[config.mk]
export PLATFORM = sky130hd
export DESIGN_NAME = adc_sample_out
export DESIGN_NICKNAME = d
export VERILOG_FILES = /design/src/common/adc_pkg.sv /design/src/hw/adc_sample_out.sv
export SDC_FILE = /design/constraint.sdc
export NUM_CORES = 1
export LEC_CHECK = 0
export BUFFER_PORTS_ARGS = -buffer_cell sky130_fd_sc_hd__buf_2
export CAP_MARGIN = 30
export CELL_PAD_IN_SITES_DETAIL_PLACEMENT = 1
export CELL_PAD_IN_SITES_GLOBAL_PLACEMENT = 2
export CORE_MARGIN = 5
export CORE_UTILIZATION = 26
export CTS_BUF_LIST = sky130_fd_sc_hd__clkbuf_16
export CTS_CLUSTER_DIAMETER = 40
export CTS_CLUSTER_SIZE = 8
export DETAILED_ROUTE_END_ITERATION = 10
export GPL_TIMING_DRIVEN = 0
export MAX_ROUTING_LAYER = met4
export PLACE_DENSITY_LB_ADDON = 0.1
export SLEW_MARGIN = 20
export SYNTH_ARGS = -nofsm -noshare
export SYNTH_HDL_FRONTEND = slang
export SYNTH_SLANG_ARGS = --single-unit
[constraint.sdc]
create_clock -name sys_clk -period 0.8 [get_ports sys_clk]
set_clock_uncertainty 0.05 [all_clocks]
set_input_delay 0.16 -clock sys_clk [delete_from_list [all_inputs] [get_ports sys_clk]]
set_output_delay 0.16 -clock sys_clk [all_outputs]
set_load 0.02 [all_outputs]
[src/common/adc_pkg.sv]
// converter-level widths, transaction lengths and the read-word layout
// the converter returns an 8-bit code in the middle of the two read bytes,
// and rd_data carries it zero-extended to SAMPLE_W bits
package adc_pkg;

	// addressing fields
	localparam int DEV_ID_W = 7;
	localparam int REG_W    = 8;

	// host-side sample width and the code inside the read word
	localparam int SAMPLE_W = 12;
	localparam int CODE_W   = 8;

	// byte commands per transaction
	localparam int WR_BYTES = 3;
	localparam int RD_BYTES = 5;
	localparam int CNT_W    = $clog2(RD_BYTES);

	// two read bytes, seen as raw bytes or as the padded code
	typedef union packed {
		struct packed {
			logic [7:0] hi;
			logic [7:0] lo;
		} raw;
		struct packed {
			logic [3:0]        pad_hi;
			logic [CODE_W-1:0] code;
			logic [3:0]        pad_lo;
		} smp;
	} adc_word_u;

endpackage

[src/hw/adc_sample_out.sv]
// read data output stage
// low byte arrives first and is held; the high byte completes the word
// rd_data holds its value until the next completed read
module adc_sample_out (
	input  logic                          sys_clk,
	input  logic                          sys_rst_n,
	input  logic [7:0]                    rx_byte,
	input  logic                          rx_hi,
	input  logic                          rx_vld,
	output logic [adc_pkg::SAMPLE_W-1:0]  rd_data,
	output logic                          rd_data_vld
);
	import adc_pkg::*;

	logic [7:0] lo_q;
	adc_word_u  word;

	// incoming high byte joins the stored low byte
	always_comb begin
		word.raw.hi = rx_byte;
		word.raw.lo = lo_q;
	end

	always_ff @(posedge sys_clk or negedge sys_rst_n) begin
		if (!sys_rst_n)
			rd_data_vld <= 1'b0;
		else
			rd_data_vld <= rx_vld & rx_hi;
	end

	always_ff @(posedge sys_clk) begin
		if (rx_vld && !rx_hi)
			lo_q <= rx_byte;
		if (rx_vld && rx_hi)
			rd_data <= SAMPLE_W'(word.smp.code);
	end

endmodule

==> impl_metrics.py <==
metrics = {
    "critical_path": {
        "crit_path_end_kind": "primary output",
        "critPathKind": "reg -> out",
        "cp-start-kind": "flip-flop",
        "regToRegEndpoint": "rd_data[0]",
        "cp_cell_sequence": "buf_6",
        "cp_max_fo": 1,
        "crit_slowest_cell": "edfxtp_1",
        "rr_startpoint": "lo_q[4]",
        "r2r_cells": 0,
        "critical_path.top_delay_family": "flip-flops",
        "cp.required_ps": 590,
        "arrival_ps": 770,
        "cpPeakStageDelay_ps": 380,
        "r2r_setup_slack_ps": 120,
        "crit_buf_inv": 1,
    },
    "placement": {
        "port_buffers": 20,
        "gp_congestion": 0.609,
        "dpl-instance-area_um2": 567,
        "dp.cells": 59,
    },
    "floorplan": {
        "start_util_pct": 28.2,
        "row_count": 14,
        "core_region_area_um2": 1540,
        "num_io_pins": 25,
        "die_x_um": 50.9,
        "die_h_um": 50.9,
        "design.die.area_um2": 2590,
    },
    "layout": {
        "syn_to_final_growth_pct": 60.6,
        "num_antenna_cells": 0,
        "finalNonFillerCells": 64,
        "final_area_um2": 699,
        "drive_above_1_share_pct": 60.4,
        "final_nets": 61,
        "fin_util_pct": 45.4,
    },
    "drt": {
        "via_count": 253,
        "postRouteAntennaNets": 0,
        "wirelength_um": 804,
        "route.detailed.drc": 0,
        "wl_per_cell_um": 12.6,
        "vias_per_cell": 3.95,
        "dr.pass1.iters": 1,
        "drtIter0Drc": 0,
    },
    "sta": {
        "hold_violations": 0,
        "slew_viol_final": 0,
        "worst_slack_ps": -176,
        "post-route-period-util_pct": 122,
        "max_freq_mhz": 1020,
        "fin_crit_ps": 976,
        "fin_setup_tns_ps": -1470,
        "setup_viol": 9,
        "rsz0062_at_grt": "true",
    },
    "run": {
        "maxCapViolCount": 0,
    },
    "clock_network": {
        "cts.clk_slew.worst_paths_ps": 40,
        "cts_buffers": 3,
        "htreeDepth": 1,
        "cts_setup_buffers": 0,
        "clk_latency_ps": 240,
        "cts_sinks": 13,
        "clockBufferDepth": 2,
        "cts_tree": "yes",
        "root_buffer": "clkbuf_16",
    },
    "logic_synthesis": {
        "synth_seq_cells": 13,
        "synth_area_leaders": "edfxtp_1 (83%), buf_4 (6.9%), dfrtp_1 (5.7%)",
        "synthTopCellsByCount": "edfxtp_1 (12), buf_4 (4)",
        "synth-edff-count": 12,
        "yosysSeqAreaShare_pct": 88.5,
        "async_flop_share_pct": 7.69,
        "syn_avg_cell_area_um2": 21.8,
        "yosys_warnings": 0,
        "synth.distinct_cells": 6,
        "yosysTopAreaCellShare_pct": 82.8,
        "synth_flop_cell": "edfxtp_1",
        "post-synth-top-count-cell": "edfxtp_1",
        "yosys.area.top_type": "edfxtp_1",
        "syn_area_um2": 435,
        "postSynthCellCount": 20,
    },
    "worst_hold_path": {
        "worstHoldStart": "rx_byte[0]",
        "whs_path_depth": 1,
        "holdCritPathClass": "in -> reg",
        "hold_path_end": "rd_data[4]",
    },
    "grt": {
        "grt_pass1_vias": 295,
        "grt_use_total_pct": 8.14,
        "grt_pass1_wl_um": 1260,
        "globalRoute.totalOverflow": 0,
        "grt_max_degree": 10,
        "antenna_found_initial": 0,
    },
    "outcome": {
        "status": "finished with violations",
        "violations": "negative setup slack",
    },
    "power": {
        "vdd_drop_max_v": 0.00147,
        "leakagePower_nw": 0.309,
        "p_per_area_nw_per_um2": 2670,
        "total_power_w": 0.00186,
    },
}
==> cell families after synthesis <==
logic type | synth area share, %
and+or+nand+nor | 3.74
other | 0.861
buffers and inverters | 6.90
DFF | 88.5
==> flip-flops by register name, summed over array words and instances (netlist names) <==
name         flops
lo_q             4
rd_data          8
rd_data_vld      1
==> metal layers <==
metal	GRT usage, %	vias to the layer above	part of all wire [%]
met5	-	-	0
met4	10.2	0	6.3
met3	5.52	5	13
met2	11.2	22	45
met1	6.22	108	36
li1	-	118	-
==> placed cells by master, fill, tap and decap left out <==
cell and n:
and2_2 1, buf_6 7, dlygate4sd3_1 1, and2b_2 1, buf_2 13, dfrtp_1 1
buf_4 4, edfxtp_1 12, conb_1 4, clkbuf_16 3, inv_1 1
==> through the flow <==
| step | worst slack, ps | hold WS (ps) |
|---|---|---|
| after global routing | -208 | 32.5 |
| after global placement | -52.7 | -116 |
| final | -176 | 42.8 |
| after detailed placement | -81.7 | -114 |
| after floorplan | 65.5 | -186 |
| after CTS | -196 | 34.3 |
==> cell type report <==
cell class / count / area, µm²
clock inverters: 1 / 3.75
multi-input cells: 6 / 31.3
flip-flops and latches: 13 / 385
plain buffers: 4 / 30.0
clock buffers: 3 / 75.1
fillers: 162 / 842
well taps: 16 / 20.0
repair buffers: 21 / 154
==> power breakdown <==
part           total (W)  leakage, nW  switching (W)  internal, W
Sequential      0.000801        0.126      0.0000118     0.000789
Clock           0.000916       0.0423       0.000259     0.000657
Combinational   0.000148        0.141      0.0000751    0.0000728
Total            0.00186        0.309       0.000345      0.00152
==> timing repair <==
action / 4_1_cts / 5_1_grt
resized for setup: 4 / 10
hold buffers: 1 / 0
endpoints found under the hold margin: 1 / 0
pin swaps: 0 / 0
setup endpoints to repair: 9 / 9
==> worst max-delay path by stage <==
stage	start	end	depth (start not counted)
floorplan	rx_vld	rd_data[0]	1
global placement	rx_vld	rd_data[0]	2
detailed placement	rx_vld	rd_data[0]	2
CTS	rd_data[0]	rd_data[0]	1
global route	rd_data[4]	rd_data[4]	1
finish	rd_data[0]	rd_data[0]	1
No activity file was read; power rests on OpenSTA's default activity.
