## src/common/adc_pkg.sv

```systemverilog
// converter-level widths, transaction lengths and the read-word layout
// the converter returns an 8-bit code in the middle of the two read bytes,
// and rd_data carries it zero-extended to SAMPLE_W bits
package adc_pkg;

	// addressing fields
	localparam int DEV_ID_W = 7;
	localparam int REG_W    = 8;

	// host-side sample width and the code inside the read word
	localparam int SAMPLE_W = 12;
	localparam int CODE_W   = 8;

	// byte commands per transaction
	localparam int WR_BYTES = 3;
	localparam int RD_BYTES = 5;
	localparam int CNT_W    = $clog2(RD_BYTES);

	// two read bytes, seen as raw bytes or as the padded code
	typedef union packed {
		struct packed {
			logic [7:0] hi;
			logic [7:0] lo;
		} raw;
		struct packed {
			logic [3:0]        pad_hi;
			logic [CODE_W-1:0] code;
			logic [3:0]        pad_lo;
		} smp;
	} adc_word_u;

endpackage

```

## src/hw/adc_req_capture.sv

```systemverilog
// host request front end
// address fields latch on reg_addr_vld, write data on wr_data_vld
// requests while busy are dropped; a write wins over a simultaneous read
module adc_req_capture (
	input  logic                          sys_clk,
	input  logic                          sys_rst_n,
	input  logic                          wr_req,
	input  logic                          rd_req,
	input  logic [adc_pkg::DEV_ID_W-1:0]  device_id,
	input  logic [adc_pkg::REG_W-1:0]     reg_addr,
	input  logic                          reg_addr_vld,
	input  logic [7:0]                    wr_data,
	input  logic                          wr_data_vld,
	input  logic                          ready,
	output logic                          start_wr,
	output logic                          start_rd,
	output logic [adc_pkg::DEV_ID_W-1:0]  dev_id_q,
	output logic [adc_pkg::REG_W-1:0]     reg_q,
	output logic [7:0]                    wr_q
);
	import adc_pkg::*;

	logic accept;

	// ready only falls a cycle after the start pulse, so block that cycle too
	assign accept = ready & ~start_wr & ~start_rd;

	always_ff @(posedge sys_clk or negedge sys_rst_n) begin
		if (!sys_rst_n) begin
			start_wr <= 1'b0;
			start_rd <= 1'b0;
		end else begin
			start_wr <= accept & wr_req;
			start_rd <= accept & rd_req & ~wr_req;
		end
	end

	always_ff @(posedge sys_clk) begin
		if (reg_addr_vld) begin
			dev_id_q <= device_id;
			reg_q    <= reg_addr;
		end
		if (wr_data_vld)
			wr_q <= wr_data;
	end

endmodule

```

## config.mk

```make
export PLATFORM = sky130hd
export DESIGN_NAME = adc_req_capture
export DESIGN_NICKNAME = d
export VERILOG_FILES = /design/src/common/adc_pkg.sv /design/src/hw/adc_req_capture.sv
export SDC_FILE = /design/constraint.sdc
export NUM_CORES = 1
export LEC_CHECK = 0
export BUFFER_PORTS_ARGS = -buffer_cell sky130_fd_sc_hd__buf_2
export CORE_UTILIZATION = 39
export CTS_CLUSTER_SIZE = 14
export DETAILED_ROUTE_END_ITERATION = 6
export HOLD_SLACK_MARGIN = 0.15
export PLACE_DENSITY = 0.76
export SYNTH_ARGS = -nofsm -noshare
export SYNTH_HDL_FRONTEND = slang
export SYNTH_SLANG_ARGS = --single-unit
```

## constraint.sdc

```tcl
create_clock -name sys_clk -period 0.82 [get_ports sys_clk]
set_input_delay 0.041 -clock sys_clk [delete_from_list [all_inputs] [get_ports sys_clk]]
set_output_delay 0.041 -clock sys_clk [all_outputs]
set_load 0.05 [all_outputs]
```

==> summary.md <==
- mean routed wirelength per cell: 15.5 microns
- cells taking the most area after synthesis: edfxtp_1 87%, dfrtp_1 6.3%, nor4b_4 3.0%, nand2b_4 1.7%, nor3b_2 1.6%
- leakage dissipation: 0.676 nW
- area share of the largest cell type after synthesis: 87.3%
- total number of nets in the final design: 147
- post-synthesis cell count: 28
- synth warn: 0
- die area: 2210 sq um
- ratio of final minimum period to clock period: 117%
- post-route DRC violation count: 0
- placed cell area: 1090 sq um
- transition time of the tightest slew-check pin: 0.312 ns
- number of distinct library cells after synthesis: 5
- type of element launching the critical path: register
- crit-path cells: buf_6
- routability cong.: 0.655
- Pwr Density: 1810 nW/um^2
- setup slack of the worst register-to-register path: -0.05 ns
- clock-pin slew reported for the worst setup and hold paths after clock tree synthesis: 0.13 ns
- critical path's slowest cell: edfxtp_1
- unrepaired setup endpoints after global routing: yes
- violations in the final reports: setup timing
- wire length of the first global-routing pass: 2910 microns
- final setup skew: 0.0000601 ns
- buffers from clock root to sink, at most: 2
- synthesized area per cell: 28.2 sq um
- number of rows in the core area: 15
- count of state elements after synthesis: 25
- power share of the combinational group: 27.2%
- number of sinks driven by the clock tree: 25
- share of post-route cells with drive strength above 1: 55.2%
- Hold Path Depth: 1
- Critical Path Source: reg_q[7]$_DFFE_PP_
- global-route usage over all layers: 20.9%
- total stage count of the critical path: 1
- Total Neg Setup Slack: -2.78 ns
- effective utilization at floorplan: 43.4%
- required time at the endpoint of the critical path: 0.78 ns
- root buffer selected by CTS: clkbuf_4
- commonest cells after routing, fill and taps aside: 29 x dlygate4sd3_1, 29 x buf_2, 26 x buf_6
- max_cap viols: 0
- upper clock frequency limit: 1050 MHz
- reported net switching power: 0.844 mW
- Cells after DPL: 107
- Yosys top cell by area: edfxtp_1
- count of fill cells added during filler insertion: 86
- number of iterations in the first detailed-routing pass: 4
- height of the die: 47.0 microns
- Antenna Diode Count: 0
- count of buffering cells on the critical path with inverters included: 1
- Final Instance Count excl. Fillers: 141
- x dimension of the die: 47.0 microns
- total detailed-routing wirelength: 2190 microns
- switching power as a share of total power: 29.5%
- count of cells along the worst register-to-register path: 2
- number of DRC markers in iteration 0: 10
- H-tree levels: 1
- number of placed I/O pins: 55
- result of the run: complete, but fails checks
- total of hold buffers inserted after clock tree synthesis: 29
- number of hold violations in the final report: 0
- cell type group with the largest total delay on the critical path: flip-flops
- top fanout value on the critical path: 1
- register area share after synthesis: 93.7%
- TritonCTS clock tree: built
- number of buffers created by CTS: 3
- worst-case setup margin in the final layout: -0.136 ns
- pins over their slew limit: 0
- utilization of the core after routing: 86.8%
- fraction of power consumed by sequential logic: 54.4%
- Worst R2R End: start_rd$_DFF_PN0_
- Max rail drop VDD: 1.37 mV
- WP data arrival: 0.92 ns
- Largest stage delay, worst path: 0.43 ns
- Clock Latency Late Sink: 0.31 ns
- power share of the clock group: 18.4%
- Synth Cell Area: 791 sq um
- path type of the worst min-delay path: input port to register
- cell area after layout: 1580 sq um
- setup slack after placement: -0.0115 ns
- internal power: 2.01 mW
- vias after detailed routing: 620
- pin count of the biggest net entering global routing: 16
- antenna violations before repair: 0
- critical path capture point type: output pin
- Core Box Area: 1820 sq um
- kind of critical path: register to output pin
- start of the worst register-to-register path: start_rd$_DFF_PN0_
- Setup violations, final: 26
- count of port buffers added during placement: 54
- vias in the first global route: 659
- relative max-transition margin: 79.2%
- number of routed nets with antenna violations: 0
- Mapped Nets: 58
- final critical path time including I/O delays and setup: 0.956 ns
- area grow syn2layout: 99.8%
- total gr overflow: 0
- vias per std cell: 4.40
- capture point of the critical path: reg_q[7]
-- metal layers --
metal / vias to the layer above / global-route usage, % / part of all wire (%)
met2: 50 / 39.2 / 49
met4: 0 / 8.57 / 0.36
met3: 2 / 8.08 / 14
met5: - / 0 / 0
li1: 287 / - / -
met1: 281 / 20.3 / 37
-- what timing repair did --
item | CTS | global route
resized for setup | 51 | 0
endpoints found under the hold margin | 50 | 15
setup endpoints to repair | 26 | 26
pin swaps | 0 | 0
buffers inserted | 1 | 0
-- power groups by stage --
stage	clock (mW)	sequential, mW	combinational [mW]
6_report	0.525	1.55	0.778
5_1_grt	0.582	1.56	0.809
4_1_cts	0.547	1.55	0.767
3_5_place_dp	0	1.55	0.542
3_3_place_gp	0	1.55	0.539
2_1_floorplan	0	1.90	0.0173
-- stage by stage --
step	total power [mW]	hold WS, ns
2_1_floorplan	1.92	-0.255
5_1_grt	2.95	0.123
3_5_place_dp	2.09	-0.171
4_1_cts	2.86	0.129
6_report	2.86	0.131
3_3_place_gp	2.09	-0.173
-- sequential cells by signal (all words and copies together) (netlist names) --
register	flops
wr_q	8
start_wr	1
start_rd	1
reg_q	8
dev_id_q	7
-- worst min-delay path by stage --
stage	startpoint	to
2_1_floorplan	sys_rst_n	start_rd$_DFF_PN0_
3_3_place_gp	sys_rst_n	start_wr$_DFF_PN0_
3_5_place_dp	sys_rst_n	start_wr$_DFF_PN0_
4_1_cts	reg_addr_vld	dev_id_q[2]$_DFFE_PP_
5_1_grt	reg_addr_vld	dev_id_q[6]$_DFFE_PP_
6_report	reg_addr_vld	dev_id_q[4]$_DFFE_PP_
-- logic make-up after synthesis --
group and synth area share, %:
and+or+nand+nor 6.33, DFF 93.7
-- cell usage after synthesis (all sizes together) --
library cell / instances
nor3b: 1
dfrtp: 2
nand2b: 1
nor4b: 1
edfxtp: 23
-- area by class of cell --
cell class,count,area (sq um),area share [%]
clock buffer,3,22.5,1.43
clock inverter,1,5.00,0.317
multi-input combinational,3,50.0,3.17
timing repair buffer,84,728,46.1
sequential,25,743,47.0
tap,25,31.3,1.98
No activity file was read; power rests on OpenSTA's default activity.
