File: src/common/i2c_pkg.sv
// bus-level constants for the byte engine and the sequencer
// scl period is 4 * SCL_QTR sys_clk cycles; no clock stretching
// a command is one-hot per action and may combine start, stop and ack
package i2c_pkg;

	// byte command layout
	localparam int CMD_W = 5;

	// bit positions inside a command
	localparam int CMD_START = 0;
	localparam int CMD_WRITE = 1;
	localparam int CMD_READ  = 2;
	localparam int CMD_STOP  = 3;
	// master acks a read byte when set, nacks it otherwise
	localparam int CMD_ACK   = 4;

	// sys_clk cycles per quarter of an scl period
	localparam int SCL_QTR = 4;
	localparam int DIV_W   = (SCL_QTR > 1) ? $clog2(SCL_QTR) : 1;

	typedef logic [CMD_W-1:0] i2c_cmd_t;

endpackage

File: src/common/adc_pkg.sv
// converter-level widths, transaction lengths and the read-word layout
// the converter returns an 8-bit code in the middle of the two read bytes,
// and rd_data carries it zero-extended to SAMPLE_W bits
package adc_pkg;

	// addressing fields
	localparam int DEV_ID_W = 7;
	localparam int REG_W    = 8;

	// host-side sample width and the code inside the read word
	localparam int SAMPLE_W = 12;
	localparam int CODE_W   = 8;

	// byte commands per transaction
	localparam int WR_BYTES = 3;
	localparam int RD_BYTES = 5;
	localparam int CNT_W    = $clog2(RD_BYTES);

	// two read bytes, seen as raw bytes or as the padded code
	typedef union packed {
		struct packed {
			logic [7:0] hi;
			logic [7:0] lo;
		} raw;
		struct packed {
			logic [3:0]        pad_hi;
			logic [CODE_W-1:0] code;
			logic [3:0]        pad_lo;
		} smp;
	} adc_word_u;

endpackage

File: src/hw/adc_seq.sv
// transaction sequencer, one byte command at a time to the engine
// write: addr+w, reg, data+stop; read: addr+w, reg, restart addr+r, 2 bytes
// a nack on any written byte ends the transaction with a lone stop
module adc_seq (
	input  logic                          sys_clk,
	input  logic                          sys_rst_n,
	input  logic                          start_wr,
	input  logic                          start_rd,
	input  logic [adc_pkg::DEV_ID_W-1:0]  dev_id_q,
	input  logic [adc_pkg::REG_W-1:0]     reg_q,
	input  logic [7:0]                    wr_q,
	input  logic                          byte_done,
	input  logic                          nack,
	input  logic [7:0]                    rd_byte,
	output i2c_pkg::i2c_cmd_t             cmd,
	output logic                          cmd_vld,
	output logic [7:0]                    tx_byte,
	output logic [7:0]                    rx_byte,
	output logic                          rx_hi,
	output logic                          rx_vld,
	output logic                          ready,
	output logic                          ack_err
);
	import i2c_pkg::*;
	import adc_pkg::*;

	typedef enum logic [2:0] {
		S_IDLE,
		S_WRITE,
		S_READ,
		S_ABORT,
		S_FINISH
	} seq_state_t;

	seq_state_t       state;
	logic [CNT_W-1:0] cnt;
	logic [CNT_W-1:0] step;
	logic [CNT_W-1:0] last_step;
	logic             rd_path;
	logic             rx_take;
	i2c_cmd_t         cmd_sel;
	logic [7:0]       tx_sel;

	// step about to be issued and the kind of transaction it belongs to
	assign step      = (state == S_IDLE) ? '0 : cnt + 1'b1;
	assign rd_path   = (state == S_READ);
	assign last_step = rd_path ? CNT_W'(RD_BYTES - 1) : CNT_W'(WR_BYTES - 1);

	// the last two read steps carry converter data
	assign rx_take = (state == S_READ) & byte_done & ~nack & (cnt >= CNT_W'(RD_BYTES - 2));

	always_comb begin
		cmd_sel  = '0;
		tx_sel   = '0;
		case (step)
			CNT_W'(0): begin
				cmd_sel[CMD_START] = 1'b1;
				cmd_sel[CMD_WRITE] = 1'b1;
				tx_sel = {dev_id_q, 1'b0};
			end
			CNT_W'(1): begin
				cmd_sel[CMD_WRITE] = 1'b1;
				tx_sel = reg_q;
			end
			CNT_W'(2): begin
				cmd_sel[CMD_WRITE] = 1'b1;
				if (rd_path) begin
					// repeated start with the read address
					cmd_sel[CMD_START] = 1'b1;
					tx_sel = {dev_id_q, 1'b1};
				end else begin
					cmd_sel[CMD_STOP] = 1'b1;
					tx_sel = wr_q;
				end
			end
			CNT_W'(3): begin
				cmd_sel[CMD_READ] = 1'b1;
				cmd_sel[CMD_ACK]  = 1'b1;
			end
			default: begin
				cmd_sel[CMD_READ] = 1'b1;
				cmd_sel[CMD_STOP] = 1'b1;
			end
		endcase
	end

	always_ff @(posedge sys_clk or negedge sys_rst_n) begin
		if (!sys_rst_n) begin
			state   <= S_IDLE;
			cnt     <= '0;
			cmd     <= '0;
			cmd_vld <= 1'b0;
			tx_byte <= '0;
			ready   <= 1'b1;
			ack_err <= 1'b0;
			rx_vld  <= 1'b0;
		end else begin
			cmd_vld <= 1'b0;
			rx_vld  <= rx_take;
			case (state)
				S_IDLE: begin
					if (start_wr || start_rd) begin
						state   <= start_wr ? S_WRITE : S_READ;
						ready   <= 1'b0;
						ack_err <= 1'b0;
						cnt     <= '0;
						cmd     <= cmd_sel;
						tx_byte <= tx_sel;
						cmd_vld <= 1'b1;
					end
				end
				S_WRITE, S_READ: begin
					if (byte_done) begin
						if (nack) begin
							state   <= S_ABORT;
							ack_err <= 1'b1;
							cmd     <= i2c_cmd_t'(1 << CMD_STOP);
							tx_byte <= '0;
							cmd_vld <= 1'b1;
						end else if (cnt == last_step) begin
							state <= S_FINISH;
						end else begin
							cnt     <= step;
							cmd     <= cmd_sel;
							tx_byte <= tx_sel;
							cmd_vld <= 1'b1;
						end
					end
				end
				S_ABORT: begin
					if (byte_done)
						state <= S_FINISH;
				end
				default: begin
					// one cycle here lines ready up with rd_data_vld
					ready <= 1'b1;
					state <= S_IDLE;
				end
			endcase
		end
	end

	always_ff @(posedge sys_clk) begin
		if (rx_take) begin
			rx_byte <= rd_byte;
			rx_hi   <= (cnt == CNT_W'(RD_BYTES - 1));
		end
	end

endmodule

File: config.mk
export PLATFORM = sky130hd
export DESIGN_NAME = adc_seq
export DESIGN_NICKNAME = d
export VERILOG_FILES = /design/src/common/i2c_pkg.sv /design/src/common/adc_pkg.sv /design/src/hw/adc_seq.sv
export SDC_FILE = /design/constraint.sdc
export NUM_CORES = 1
export LEC_CHECK = 0
export ABC_AREA = 1
export BUFFER_PORTS_ARGS = -buffer_cell sky130_fd_sc_hd__buf_2
export CORE_ASPECT_RATIO = 1.2
export CORE_MARGIN = 2
export CORE_UTILIZATION = 40
export CTS_BUF_LIST = sky130_fd_sc_hd__clkbuf_4
export CTS_CLUSTER_SIZE = 14
export DETAILED_ROUTE_END_ITERATION = 6
export PLACE_DENSITY = 0.64
export SLEW_MARGIN = 20
export SYNTH_ARGS = -nofsm -noshare
export SYNTH_HDL_FRONTEND = slang
export SYNTH_SLANG_ARGS = --single-unit
File: constraint.sdc
create_clock -name sys_clk -period 2.1 [get_ports sys_clk]
set_clock_uncertainty 0.05 [all_clocks]
set_input_delay 0.525 -clock sys_clk [delete_from_list [all_inputs] [get_ports sys_clk]]
set_output_delay 0.525 -clock sys_clk [all_outputs]
set_load 0.02 [all_outputs]
==> results.md, run 1 <==
Power:
- The power consumption is roughly 3.3 mW.
- Across the VDD grid, the largest voltage drop is 0.638 mV.
- In this run the power density over the cells is around 1500 nW/um^2.
- The reported leakage power is 1.24 nW.

Route:
- Before antenna repair, the detailed router went through 4 iterations.
- The total wire length is 4.43 mm.
- The detailed router placed between 1500 and 2000 vias in this run.
- For this run, design rule violations remaining after detail routing come to 0.
- The number of design-rule violations left by the first detailed-router iteration is ~90.
- The count of nets left with antenna violations once routing finished came out at 0.
- The routed wirelength normalized by instance count is 12.6 um.
- The via density per instance is around 4.9.

Floorplan:
- Once the floorplan was initialized, standard cells occupied 40.9% of the core.
- The die outline width is between 60 and 70 um.
- The area enclosed by the die boundary is approximately 5200 sq um.
- In this run the standard cell core region covers approximately 4500 sq um.
- The floorplan row count is 27.
- The number of top-level pins is 63.
- The floorplan die height is 78.3 um.

GRT:
- The initial antenna violation count was 0.
- In the global route stage, met2 resource usage came out at approximately a third.
- For met1 alone, demand over resource in global routing was 22.0%.
- The global-route total usage across every layer is a little under a fifth.
- The first global-routing pass estimated about 7.2 mm of wire.
- The met3 routing resource usage after global routing is ~3.4%.
- The total congestion overflow after global routing is 0.
- The most crowded layer after global routing is met2.
- The pin count of the biggest net entering global routing is 24.
- The via count of the first global-routing pass is roughly 1600.

Finish:
- In the final layout, the share of cells above drive strength 1 is 33.8%.
- Compared with the post-synthesis result, the final layout area differs by 24.2%.
- The count of fill cells added during filler insertion is around 460.
- The most frequent standard cell in the layout excluding fill and tap cells is nand2_1.
- 0 antenna diodes ended up in the layout.
- The count of nets after finishing is 332.
- Leaving out fill and tap cells, the most frequent cells in the layout are 73 x nand2_1, 62 x buf_2, 52 x nand3_1, 22 x dfrtp_1, 12 x nor2_1.
- At the end of the flow the core is filled with cells to 50.8%.

Clock network:
- The TritonCTS clock tree is done.
- At the later pin of the worst-skew pair, clock insertion delay measures between 0.3 and 0.4 ns.
- The count of cells resized by post-cts repair is 0.
- The number of buffers created by CTS is 5.
- For this design, the sink count on the clock tree is 32.
- The clock-pin slew on the worst setup and hold paths is between 0.1 and 0.15 ns.
- For this design, the CTS-stage hold fixing added 0 buffers.
- The buffer depth of the longest clock path is 2.
- The number of H-tree branching levels is 2.
- In this run the post-CTS setup repair buffer count came out at 0.
- The clock tree root driver cell is clkbuf_4.

STA:
- The count of endpoints failing hold in the final timing report was 0.
- The final total negative setup slack is 0 ns.
- The maximum clock rate is around 0.53 GHz.
- The final-report max-slew violation count was 0.
- After layout, the worst path uses 90.1% of the clock period.
- The clock period minus worst slack is approximately 1.9 ns.
- Setup violations remaining at the end of the flow were counted as 0.
- The worst max-slew margin expressed relative to the limit is about 64%.
- The hold slack is about 0.11 ns.
- The transition at the pin with the smallest max-transition slack is about 0.54 ns.
- Setup repair after global routing left no endpoint under its margin.

Logic synthesis:
- The number of instances in the synthesized netlist is between 200 and 250.
- The post-synthesis sequential element count is 32.
- The distinct cell type count of the synthesized netlist is 28.
- Summing every instance area after synthesis gives around 1800 sq um.
- When the netlist entered floorplanning its net count stood at about 270.
- The post-synthesis sequential area ratio is 46.1%.
- The count of synthesis-stage warnings from yosys is 0.
- The average size of a mapped cell is 8.17 sq um.

Status:
- The run finished with clean final reports.

Worst setup path:
- STA puts the critical path data arrival time at approximately 2.1 ns.
- The setup path with the least slack is of type flip-flop to flip-flop.
- Data on the critical path is required at its endpoint by ~2.3 ns.
- The worst setup path is captured at a flip-flop.
- The maximum net fanout on the critical path is 16.
- The startpoint class of the critical path is a flip-flop.

Placed design:
- Routability-driven placement finished with a final weighted congestion of around 0.8.
- Detailed placement ended at an HPWL of about 3.4 mm.
- Port buffering added 62 buffers.

Worst hold path:
- The worst min-delay path class is input pin to async pin.

Job:
- The max-cap violation count is 0.
## power breakdown
part           switching [mW]  internal [mW]
Clock                   0.208          0.262
Combinational            1.29          0.634
Sequential              0.109          0.827
Total                    1.61           1.72
## routing by layer
layer  wire length, um  share of wire (%)
met5                 0                  0
met1              1920                 43
met3               241                5.4
met4                65                1.5
met2              2190                 50
## per-stage QoR
step,cells,cell area [sq um],worst slack (ns)
floorplan,225,1840,0.333
global placement,343,2200,0.273
detailed placement,343,2200,0.246
CTS,351,2280,0.192
global route,351,2280,0.0399
finish,351,2280,0.207
## worst paths after layout
check,end,from,slack [ns],cells past startpoint
max in group asynchronous,ready$_DFFE_PN1P_,sys_rst_n,1.51,1
min in group sys_clk,rx_byte[2]$_DFFE_PP_,rd_byte[2],0.33,1
hold reg to reg,ready$_DFFE_PN1P_,ready$_DFFE_PN1P_,0.43,2
setup reg to reg,tx_byte[1]$_DFFE_PN0P_,cnt[0]$_DFFE_PN0P_,0.21,8
hold / removal,cnt[0]$_DFFE_PN0P_,sys_rst_n,0.11,1
setup / recovery,tx_byte[1]$_DFFE_PN0P_,cnt[0]$_DFFE_PN0P_,0.21,8
## final cells by class
type | count | area [sq um] | area share (%)
multi-input cells | 171 | 888 | 38.9
clock inverters | 2 | 35.0 | 1.53
repair buffers | 65 | 333 | 14.6
clock buffers | 6 | 45.0 | 1.97
well taps | 58 | 72.6 | 3.18
inverters | 17 | 63.8 | 2.79
flip-flops and latches | 32 | 847 | 37.1
## registers in the layout, indices dropped and copies added, names as in the netlist
name,count
tx_byte,8
rx_byte,8
cmd,5
rx_hi,1
ack_err,1
cmd_vld,1
rx_vld,1
state,3
ready,1
cnt,3
## worst max-delay path, stage by stage (launching register included)
cell and delay, ns:
dfrtp_1 0.41, clkinv_1 0.23, ha_1 0.41, o21ai_2 0.14
buf_4 0.20, nand3_1 0.09, nand3_1 0.11, nand3_1 0.10
nand2_1 0.08
## cells by family (layout without fill, tap and decap cells)
logic type	after synthesis	count (layout)	synth area share, %
flip-flops	32	32	46.1
AO/OA/AOI/OAI	13	13	4.90
adder cells (fa/ha/maj)	3	3	2.04
AND/OR/NAND/NOR	155	155	41.4
buffers and inverters	22	90	5.65
## cells in the mapped netlist
cell / count / share of area (%)
nand4_1: 1 / 0.34
nand4_2: 1 / 0.68
clkinv_1: 1 / 0.20
dfstp_2: 1 / 1.4
nand2_1: 73 / 15
buf_4: 1 / 0.41
o21ai_4: 1 / 0.88
nand3_2: 1 / 0.54
a21oi_1: 4 / 1.1
nor2_1: 12 / 2.4
o21ai_1: 2 / 0.54
o21ai_2: 1 / 0.48
edfxtp_1: 9 / 15
buf_6: 2 / 1.2
buf_2: 2 / 0.54
nand3_4: 3 / 2.9
dfrtp_1: 22 / 30
nand3_1: 52 / 14
o21ai_0: 3 / 0.82
inv_1: 11 / 2.2
ha_1: 3 / 2.0
nor2_2: 1 / 0.34
nand2_2: 6 / 2.0
inv_2: 5 / 1.0
nand2_4: 2 / 1.2
a21oi_2: 1 / 0.48
o2111a_1: 1 / 0.61
nor2_4: 3 / 1.8
Power figures use the tool's default switching activity.
==> run 2: changes to the inputs <==
==> constraint.sdc (replaced) <==
create_clock -name sys_clk -period 2.3 [get_ports sys_clk]
set_clock_uncertainty 0.05 [all_clocks]
set_input_delay 0.575 -clock sys_clk [delete_from_list [all_inputs] [get_ports sys_clk]]
set_output_delay 0.575 -clock sys_clk [all_outputs]
set_load 0.02 [all_outputs]
==> run 2 against run 1 <==
Combinational power shrank 9.8%. Largest cell class unchanged. Worst setup slack gained 0.10 ns. Design area is 0.33% lower. Cell count fell by 0.28%. Clock power decreased by 7.4%. Sequential power decreased by 8.2%. Critical path type unchanged.
==> results.md, run 2 (synthesis results as in run 1) <==
Status:
- The flow ran to the end, and the final reports show no timing, DRC or antenna violations.

Worst setup path:
- The buffering stage count on the worst path with inverters included is 1 (-1).
- STA classifies the critical path endpoint as a flip-flop.
- The data arrival time of the critical path is 2.21 ns (+0.11 ns).
- STA classifies the critical path startpoint as a flip-flop.
- The cell that appears most often on the critical path is nand3_1.
- The master of the slowest instance on the critical path is o21ai_2.
- The dominant delay contributor by cell family on the critical path is adder cells.
- The critical path is of the flip-flop to flip-flop type.
- The data required time of the worst path is 2.52 ns (+0.21 ns).
- The maximum net fanout on the critical path is 16 (unchanged).
- Traced cell by cell, the critical path runs through ha_1 > ha_1 > inv_1 > o21ai_2 > nand3_1 > nand3_1 > nand3_1 > nand2_1.
- The largest incremental delay on the critical path is 0.47 ns (+0.06 ns).

GRT:
- The wire length of the first global-routing pass was 7.15 mm (-0.76%).
- The global-route total usage across every layer came to 18.4% (+0.041 points).
- The met1 usage is 22.8% (+0.78 points).
- The met3 routing resource usage after global routing is 3.72% (+0.29 points).
- The pin count of the biggest net entering global routing is 24 (unchanged).
- The total congestion overflow after global routing was 0 (unchanged).
- The initial antenna violation count is 0 (unchanged).
- The routing usage on met2 was 30.6% (-1.2 points).
- met2 is the most crowded layer.
- The via count of the first global-routing pass came to 1568 (-1.8%).

Power:
- The reported net switching power is 1.47 mW (-8.4%).
- The reported leakage power is 1.23 nW (-0.37%).
- The internal power summed over all cells is 1.56 mW (-9.7%).
- The clock network fraction of design power came to 14.4% (+0.3 points).
- The power consumption was 3.03 mW (-9.1%).
- The power per cell area was 1330 nW/um^2 (-8.8%).
- The fraction of power consumed by sequential logic is 28.3% (+0.2 points).
- The combinational cell fraction of total power came to 57.3% (-0.5 points).
- The maximum resistive drop on vdd came to 0.591 mV (-7.3%).
- The proportion of total power due to net switching came to 48.6% (+0.34 points).

Route:
- The total wire length is 4.49 mm (+1.5%).
- The number of design-rule violations left by the first detailed-router iteration is 100 (+14%).
- The via density per instance is 4.95 (+1.3%).
- The remaining antenna violation count came to 0 (unchanged).
- The first-pass detailed-route iteration total is 4 (unchanged).
- The via total after detailed routing was 1734 (+0.99%).
- The residual DRC count was 0 (unchanged).
- The routed wirelength normalized by instance count was 12.8 um (+1.8%).

STA:
- The final-report max-slew violation count was 0 (unchanged).
- Setup repair after global routing left no endpoint under its margin.
- The setup-violating endpoint count in the final report is 0 (unchanged).
- The clock period minus worst slack came to 1.99 ns (+0.0981 ns).
- The fraction of the cycle the final worst path needs is 86.6% (-3.6 points).
- The transition at the pin with the smallest max-transition slack is 0.586 ns (+0.0473 ns).
- The count of endpoints failing hold in the final timing report came to 0 (unchanged).
- The worst max-slew margin expressed relative to the limit was 60.9% (-3.2 points).
- The final total negative setup slack is 0 ns (unchanged).
- The maximum clock rate is 0.502 GHz (-4.9%).

Placed design:
- The count of buffers inserted at the top-level ports was 62 (unchanged).
- The number of placed instances with taps included was 342 (-0.29%).
- The global placer's final weighted congestion is 0.847 (+3.6%).
- The total half-perimeter wirelength after legalization and detailed placement is 3.35 mm (about the same).

Floorplan:
- The die outline width was 65.9 um (unchanged).
- The area of the core is 4490 sq um (unchanged).
- The number of top-level pins is 63 (unchanged).
- The area enclosed by the die boundary is 5160 sq um (unchanged).
- The initial standard-cell utilization of the core was 40.9% (unchanged).
- The floorplan die height was 78.3 um (unchanged).
- The floorplan row count came to 27 (unchanged).

Finish:
- The final non-filler cell total was 350 (-0.28%).
- In the layout the commonest cells are 73 x nand2_1, 62 x buf_2, 52 x nand3_1, 22 x dfrtp_1, 12 x nor2_1.
- The count of nets after finishing is 331 (-0.30%).
- The area growth from synthesis to layout is 23.8%.
- The antenna diode instance count was 0 (unchanged).
- The largest registers in the layout are rx_byte: 8 flops, tx_byte: 8 flops, cmd: 5 flops.
- The count of fill cells added during filler insertion is 441 (-3.1%).
- The share of layout cells above drive strength 1 was 33.6% (-0.23 points).
- The final core area utilization is 50.7% (-0.17 points).
- Leaving out fill and tap cells, the most frequent cell in the layout is nand2_1.

Job:
- The max-cap violation count is 0 (unchanged).

Clock network:
- The number of H-tree branching levels came to 2 (unchanged).
- The clock-pin slew on the worst setup and hold paths is 0.11 ns (about the same).
- The insertion delay of the later-clocked pin in the worst-skew pair is 0.33 ns (about the same).
- The buffer depth of the longest clock path is 2 (unchanged).
- The TritonCTS clock tree is done.
- The number of buffers created by CTS is 5 (unchanged).
- The clock tree root driver cell is clkbuf_4.
- The post-CTS setup buffer count is 0 (unchanged).
- The count of cells resized by post-cts repair is 0 (unchanged).
- The post-cts hold buffer count was 0 (unchanged).
- The sink count of the clock tree came to 32 (unchanged).

Worst hold path:
- The worst min-delay path class is input pin to async pin.
## run 2: worst paths after layout
check	start	to	cells after the start	slack, ns
min in group sys_clk	rd_byte[1]	rx_byte[1]$_DFFE_PP_	1	0.36
min reg2reg	ready$_DFFE_PN1P_	ready$_DFFE_PN1P_	2	0.45
max	cnt[0]$_DFFE_PN0P_	tx_byte[2]$_DFFE_PN0P_	8	0.31
min	sys_rst_n	cnt[1]$_DFFE_PN0P_	1	0.17
max in group asynchronous	sys_rst_n	cmd[3]$_DFFE_PN0P_	1	1.65
max reg2reg	cnt[0]$_DFFE_PN0P_	tx_byte[2]$_DFFE_PN0P_	8	0.31
## run 2: final cells by class
class	count	area, sq um	share of cell area, %
timing repair buffer	64	325	14.3
clock buffer	6	45.0	1.98
multi-input combinational	171	888	39.0
tap	58	72.6	3.19
inverter	17	63.8	2.80
sequential	32	847	37.2
clock inverter	2	35.0	1.54
## run 2: per-stage QoR
stage               cell area (sq um)  setup WS, ns  hold WS [ns]
CTS                              2280         0.294         0.172
detailed placement               2200         0.331         0.432
global placement                 2200         0.351         0.419
floorplan                        1840         0.533         0.229
global route                     2280        0.0964         0.182
finish                           2280         0.309         0.168
## run 2: per-layer routing
layer / wire (um) / up-vias
met5: 0 / -
met4: 93 / 0
met3: 316 / 7
met2: 2210 / 72
met1: 1870 / 776
li1: - / 879
## run 2: power groups by stage
stage	Clock, mW	Sequential [mW]	Combinational [mW]
after floorplan	0	1.01	1.19
after global placement	0	0.869	1.74
after detailed placement	0	0.869	1.74
after CTS	0.447	0.859	1.75
after global routing	0.478	0.873	1.94
final	0.435	0.858	1.74
==> run 3: changes to the inputs <==
==> constraint.sdc (replaced) <==
create_clock -name sys_clk -period 2.6 [get_ports sys_clk]
set_clock_uncertainty 0.05 [all_clocks]
set_input_delay 0.65 -clock sys_clk [delete_from_list [all_inputs] [get_ports sys_clk]]
set_output_delay 0.65 -clock sys_clk [all_outputs]
set_load 0.02 [all_outputs]
==> run 3 against run 2 <==
Via count rose by 2.2%. Worst setup slack gained 0.17 ns. Clock power is 12% lower. Combinational power fell by 11%. Sequential power shrank 11%. Count of clock-buffer cells in the layout decreased by 1. Critical endpoint is now tx_byte[7]$_DFFE_PN0P_.
==> results.md, run 3 (synthesis results as in run 1) <==
Floorplan:
- The initial standard-cell utilization of the core is 40.9% (unchanged).
- The floorplan row count is 27 (unchanged).
- The floorplan die height is 78.3 um (unchanged).
- The area of the core is 4490 sq um (unchanged).
- The die outline width came to 65.9 um (unchanged).
- The number of top-level pins is 63 (unchanged).
- The area enclosed by the die boundary is 5160 sq um (unchanged).

Finish:
- The share of layout cells above drive strength 1 is 33.3% (-0.23 points).
- The final instance area came to 2270 sq um (-0.33%).
- The most frequent standard cell in the layout excluding fill and tap cells is nand2_1.
- The area growth from synthesis to layout is 23.4%.
- The library cells used most frequently in the layout, excluding fill and tap cells, are 73 x nand2_1, 62 x buf_2, 52 x nand3_1, 22 x dfrtp_1, 12 x nor2_1.
- The count of nets after finishing is 330 (-0.30%).
- The antenna diode instance count is 0 (unchanged).
- The largest registers in the layout are rx_byte: 8 flops, tx_byte: 8 flops, cmd: 5 flops.

GRT:
- The wire length of the first global-routing pass is 7.69 mm (+7.6%).
- The initial antenna violation count was 0 (unchanged).
- The via count of the first global-routing pass is 1716 (+9.4%).
- The total congestion overflow after global routing is 0 (unchanged).
- The pin count of the biggest net entering global routing is 24 (unchanged).
- The global-route total usage across every layer is 19.6% (+1.2 points).

Worst setup path:
- The data required time of the worst path is 2.83 ns (+0.31 ns).
- The buffering stage count on the worst path with inverters included is 1 (unchanged).
- The maximum net fanout on the critical path was 16 (unchanged).
- The worst setup path is of the flip-flop to flip-flop kind.
- The cell family contributing the most delay on the critical path is compound AO/OA/AOI/OAI gates.
- Traced cell by cell, the critical path runs through clkinv_1 > ha_1 > o21ai_2 > nand3_1 > nand3_1 > nand3_1 > nand2_1.
- On the critical path, the stage with the largest delay is an instance of o21ai_2.
- The data arrival time of the critical path is 2.35 ns (+0.14 ns).
- The worst setup path is launched from a flip-flop.
- The largest incremental delay on the critical path was 0.50 ns (+0.03 ns).
- Among the stages of the critical path, the cell type that occurs most often is nand3_1.
- STA classifies the critical path endpoint as a flip-flop.

Clock network:
- The count of cells resized by post-cts repair is 0 (unchanged).
- The insertion delay of the later-clocked pin in the worst-skew pair is 0.33 ns (about the same).
- The number of H-tree branching levels is 2 (unchanged).
- The post-cts hold buffer count came to 0 (unchanged).
- The number of buffers created by CTS is 5 (unchanged).
- The buffer depth of the longest clock path came to 2 (unchanged).
- TritonCTS built the clock tree.
- The clock-pin slew on the worst setup and hold paths is 0.11 ns (about the same).
- The sink count of the clock tree came to 32 (unchanged).
- In this run the clock root is driven by a clkbuf_4.
- The post-CTS setup buffer count came to 0 (unchanged).

STA:
- The clock period minus worst slack is 2.12 ns (+0.129 ns).
- The transition at the pin with the smallest max-transition slack is 0.571 ns (-0.0155 ns).
- The setup-violating endpoint count in the final report came to 0 (unchanged).
- The count of endpoints failing hold in the final timing report is 0 (unchanged).
- Setup repair after global routing left no endpoint under its margin.
- The final-report max-slew violation count is 0 (unchanged).
- The maximum clock rate is 0.472 GHz (-6.1%).
- The final total negative setup slack came to 0 ns (unchanged).
- The fraction of the cycle the final worst path needs is 81.6% (-5.0 points).
- The hold slack is 0.232 ns (+0.0638 ns).
- The worst max-slew margin expressed relative to the limit came to 62.0% (+1.0 points).
- The slack of the critical path is 0.480 ns (+0.171 ns).

Route:
- The via density per instance is 5.08 (+2.5%).
- The remaining antenna violation count was 0 (unchanged).
- The total wire length is 4.53 mm (+0.91%).
- The routed wirelength normalized by instance count is 13.0 um (+1.2%).
- The via total after detailed routing came to 1772 (+2.2%).
- The number of design-rule violations left by the first detailed-router iteration is 128 (+28%).
- The residual DRC count is 0 (unchanged).
- The first-pass detailed-route iteration total is 4 (unchanged).

Placed design:
- The post-placement cell area came to 2190 sq um (-0.34%).
- The global placer's final weighted congestion is 0.826 (-2.4%).
- The count of buffers inserted at the top-level ports was 62 (unchanged).
- The placement-stage worst setup slack is 0.501 ns (+0.170 ns).
- The total half-perimeter wirelength after legalization and detailed placement is 3.36 mm (+0.30%).

Power:
- The power per cell area is 1180 nW/um^2 (-11%).
- The reported leakage power is 1.22 nW (-0.71%).
- The maximum resistive drop on vdd is 0.535 mV (-9.5%).

Worst hold path:
- The worst min-delay path class is input pin to async pin.

Status:
- The run finished with clean final reports.

Job:
- The max-cap violation count came to 0 (unchanged).
## run 3: cell count changes in the layout (fill, tap and decap cells not counted), sizes merged
cell,previous run,this run
clkbuf,6,5
clkinvlp,0,1
buf,64,63
## run 3: layout make-up
cell class / count / area [sq um]
clock buffers: 5 / 37.5
flip-flops and latches: 32 / 847
inverters: 17 / 63.8
well taps: 58 / 72.6
multi-input cells: 171 / 888
fillers: 447 / 2220
clock inverters: 3 / 42.5
repair buffers: 63 / 318
## run 3: metal layers
metal  share of wire, %  global-route usage (%)  wire, um
met5                  0                       0         0
met4                2.5                    9.38       114
met3                5.9                    3.72       267
met2                 51                    33.6      2320
met1                 40                    23.1      1830
## run 3: metrics by stage
| stage | power [mW] | util [%] | cells |
|---|---|---|---|
| floorplan | 1.94 | - | 225 |
| global placement | 2.30 | 48.7 | 341 |
| detailed placement | 2.31 | 48.7 | 341 |
| CTS | 2.71 | 50.5 | 349 |
| global route | 2.94 | 50.5 | 349 |
| finish | 2.68 | 50.5 | 349 |
## run 3: final timing paths
kind | from | end | slack, ns | depth (start not counted)
max reg2reg | cnt[0]$_DFFE_PN0P_ | tx_byte[7]$_DFFE_PN0P_ | 0.48 | 7
min in group sys_clk | rd_byte[0] | rx_byte[0]$_DFFE_PP_ | 0.43 | 1
max | cnt[0]$_DFFE_PN0P_ | tx_byte[7]$_DFFE_PN0P_ | 0.48 | 7
max in group asynchronous | sys_rst_n | ready$_DFFE_PN1P_ | 1.89 | 1
min reg2reg | ready$_DFFE_PN1P_ | ready$_DFFE_PN1P_ | 0.45 | 2
min | sys_rst_n | cnt[0]$_DFFE_PN0P_ | 0.23 | 1
## run 3: power breakdown
part / switching, mW / internal, mW / total (mW) / leakage, nW
logic: 1.05 / 0.491 / 1.54 / 0.803
registers: 0.0931 / 0.668 / 0.761 / 0.377
clock network: 0.184 / 0.200 / 0.384 / 0.0412
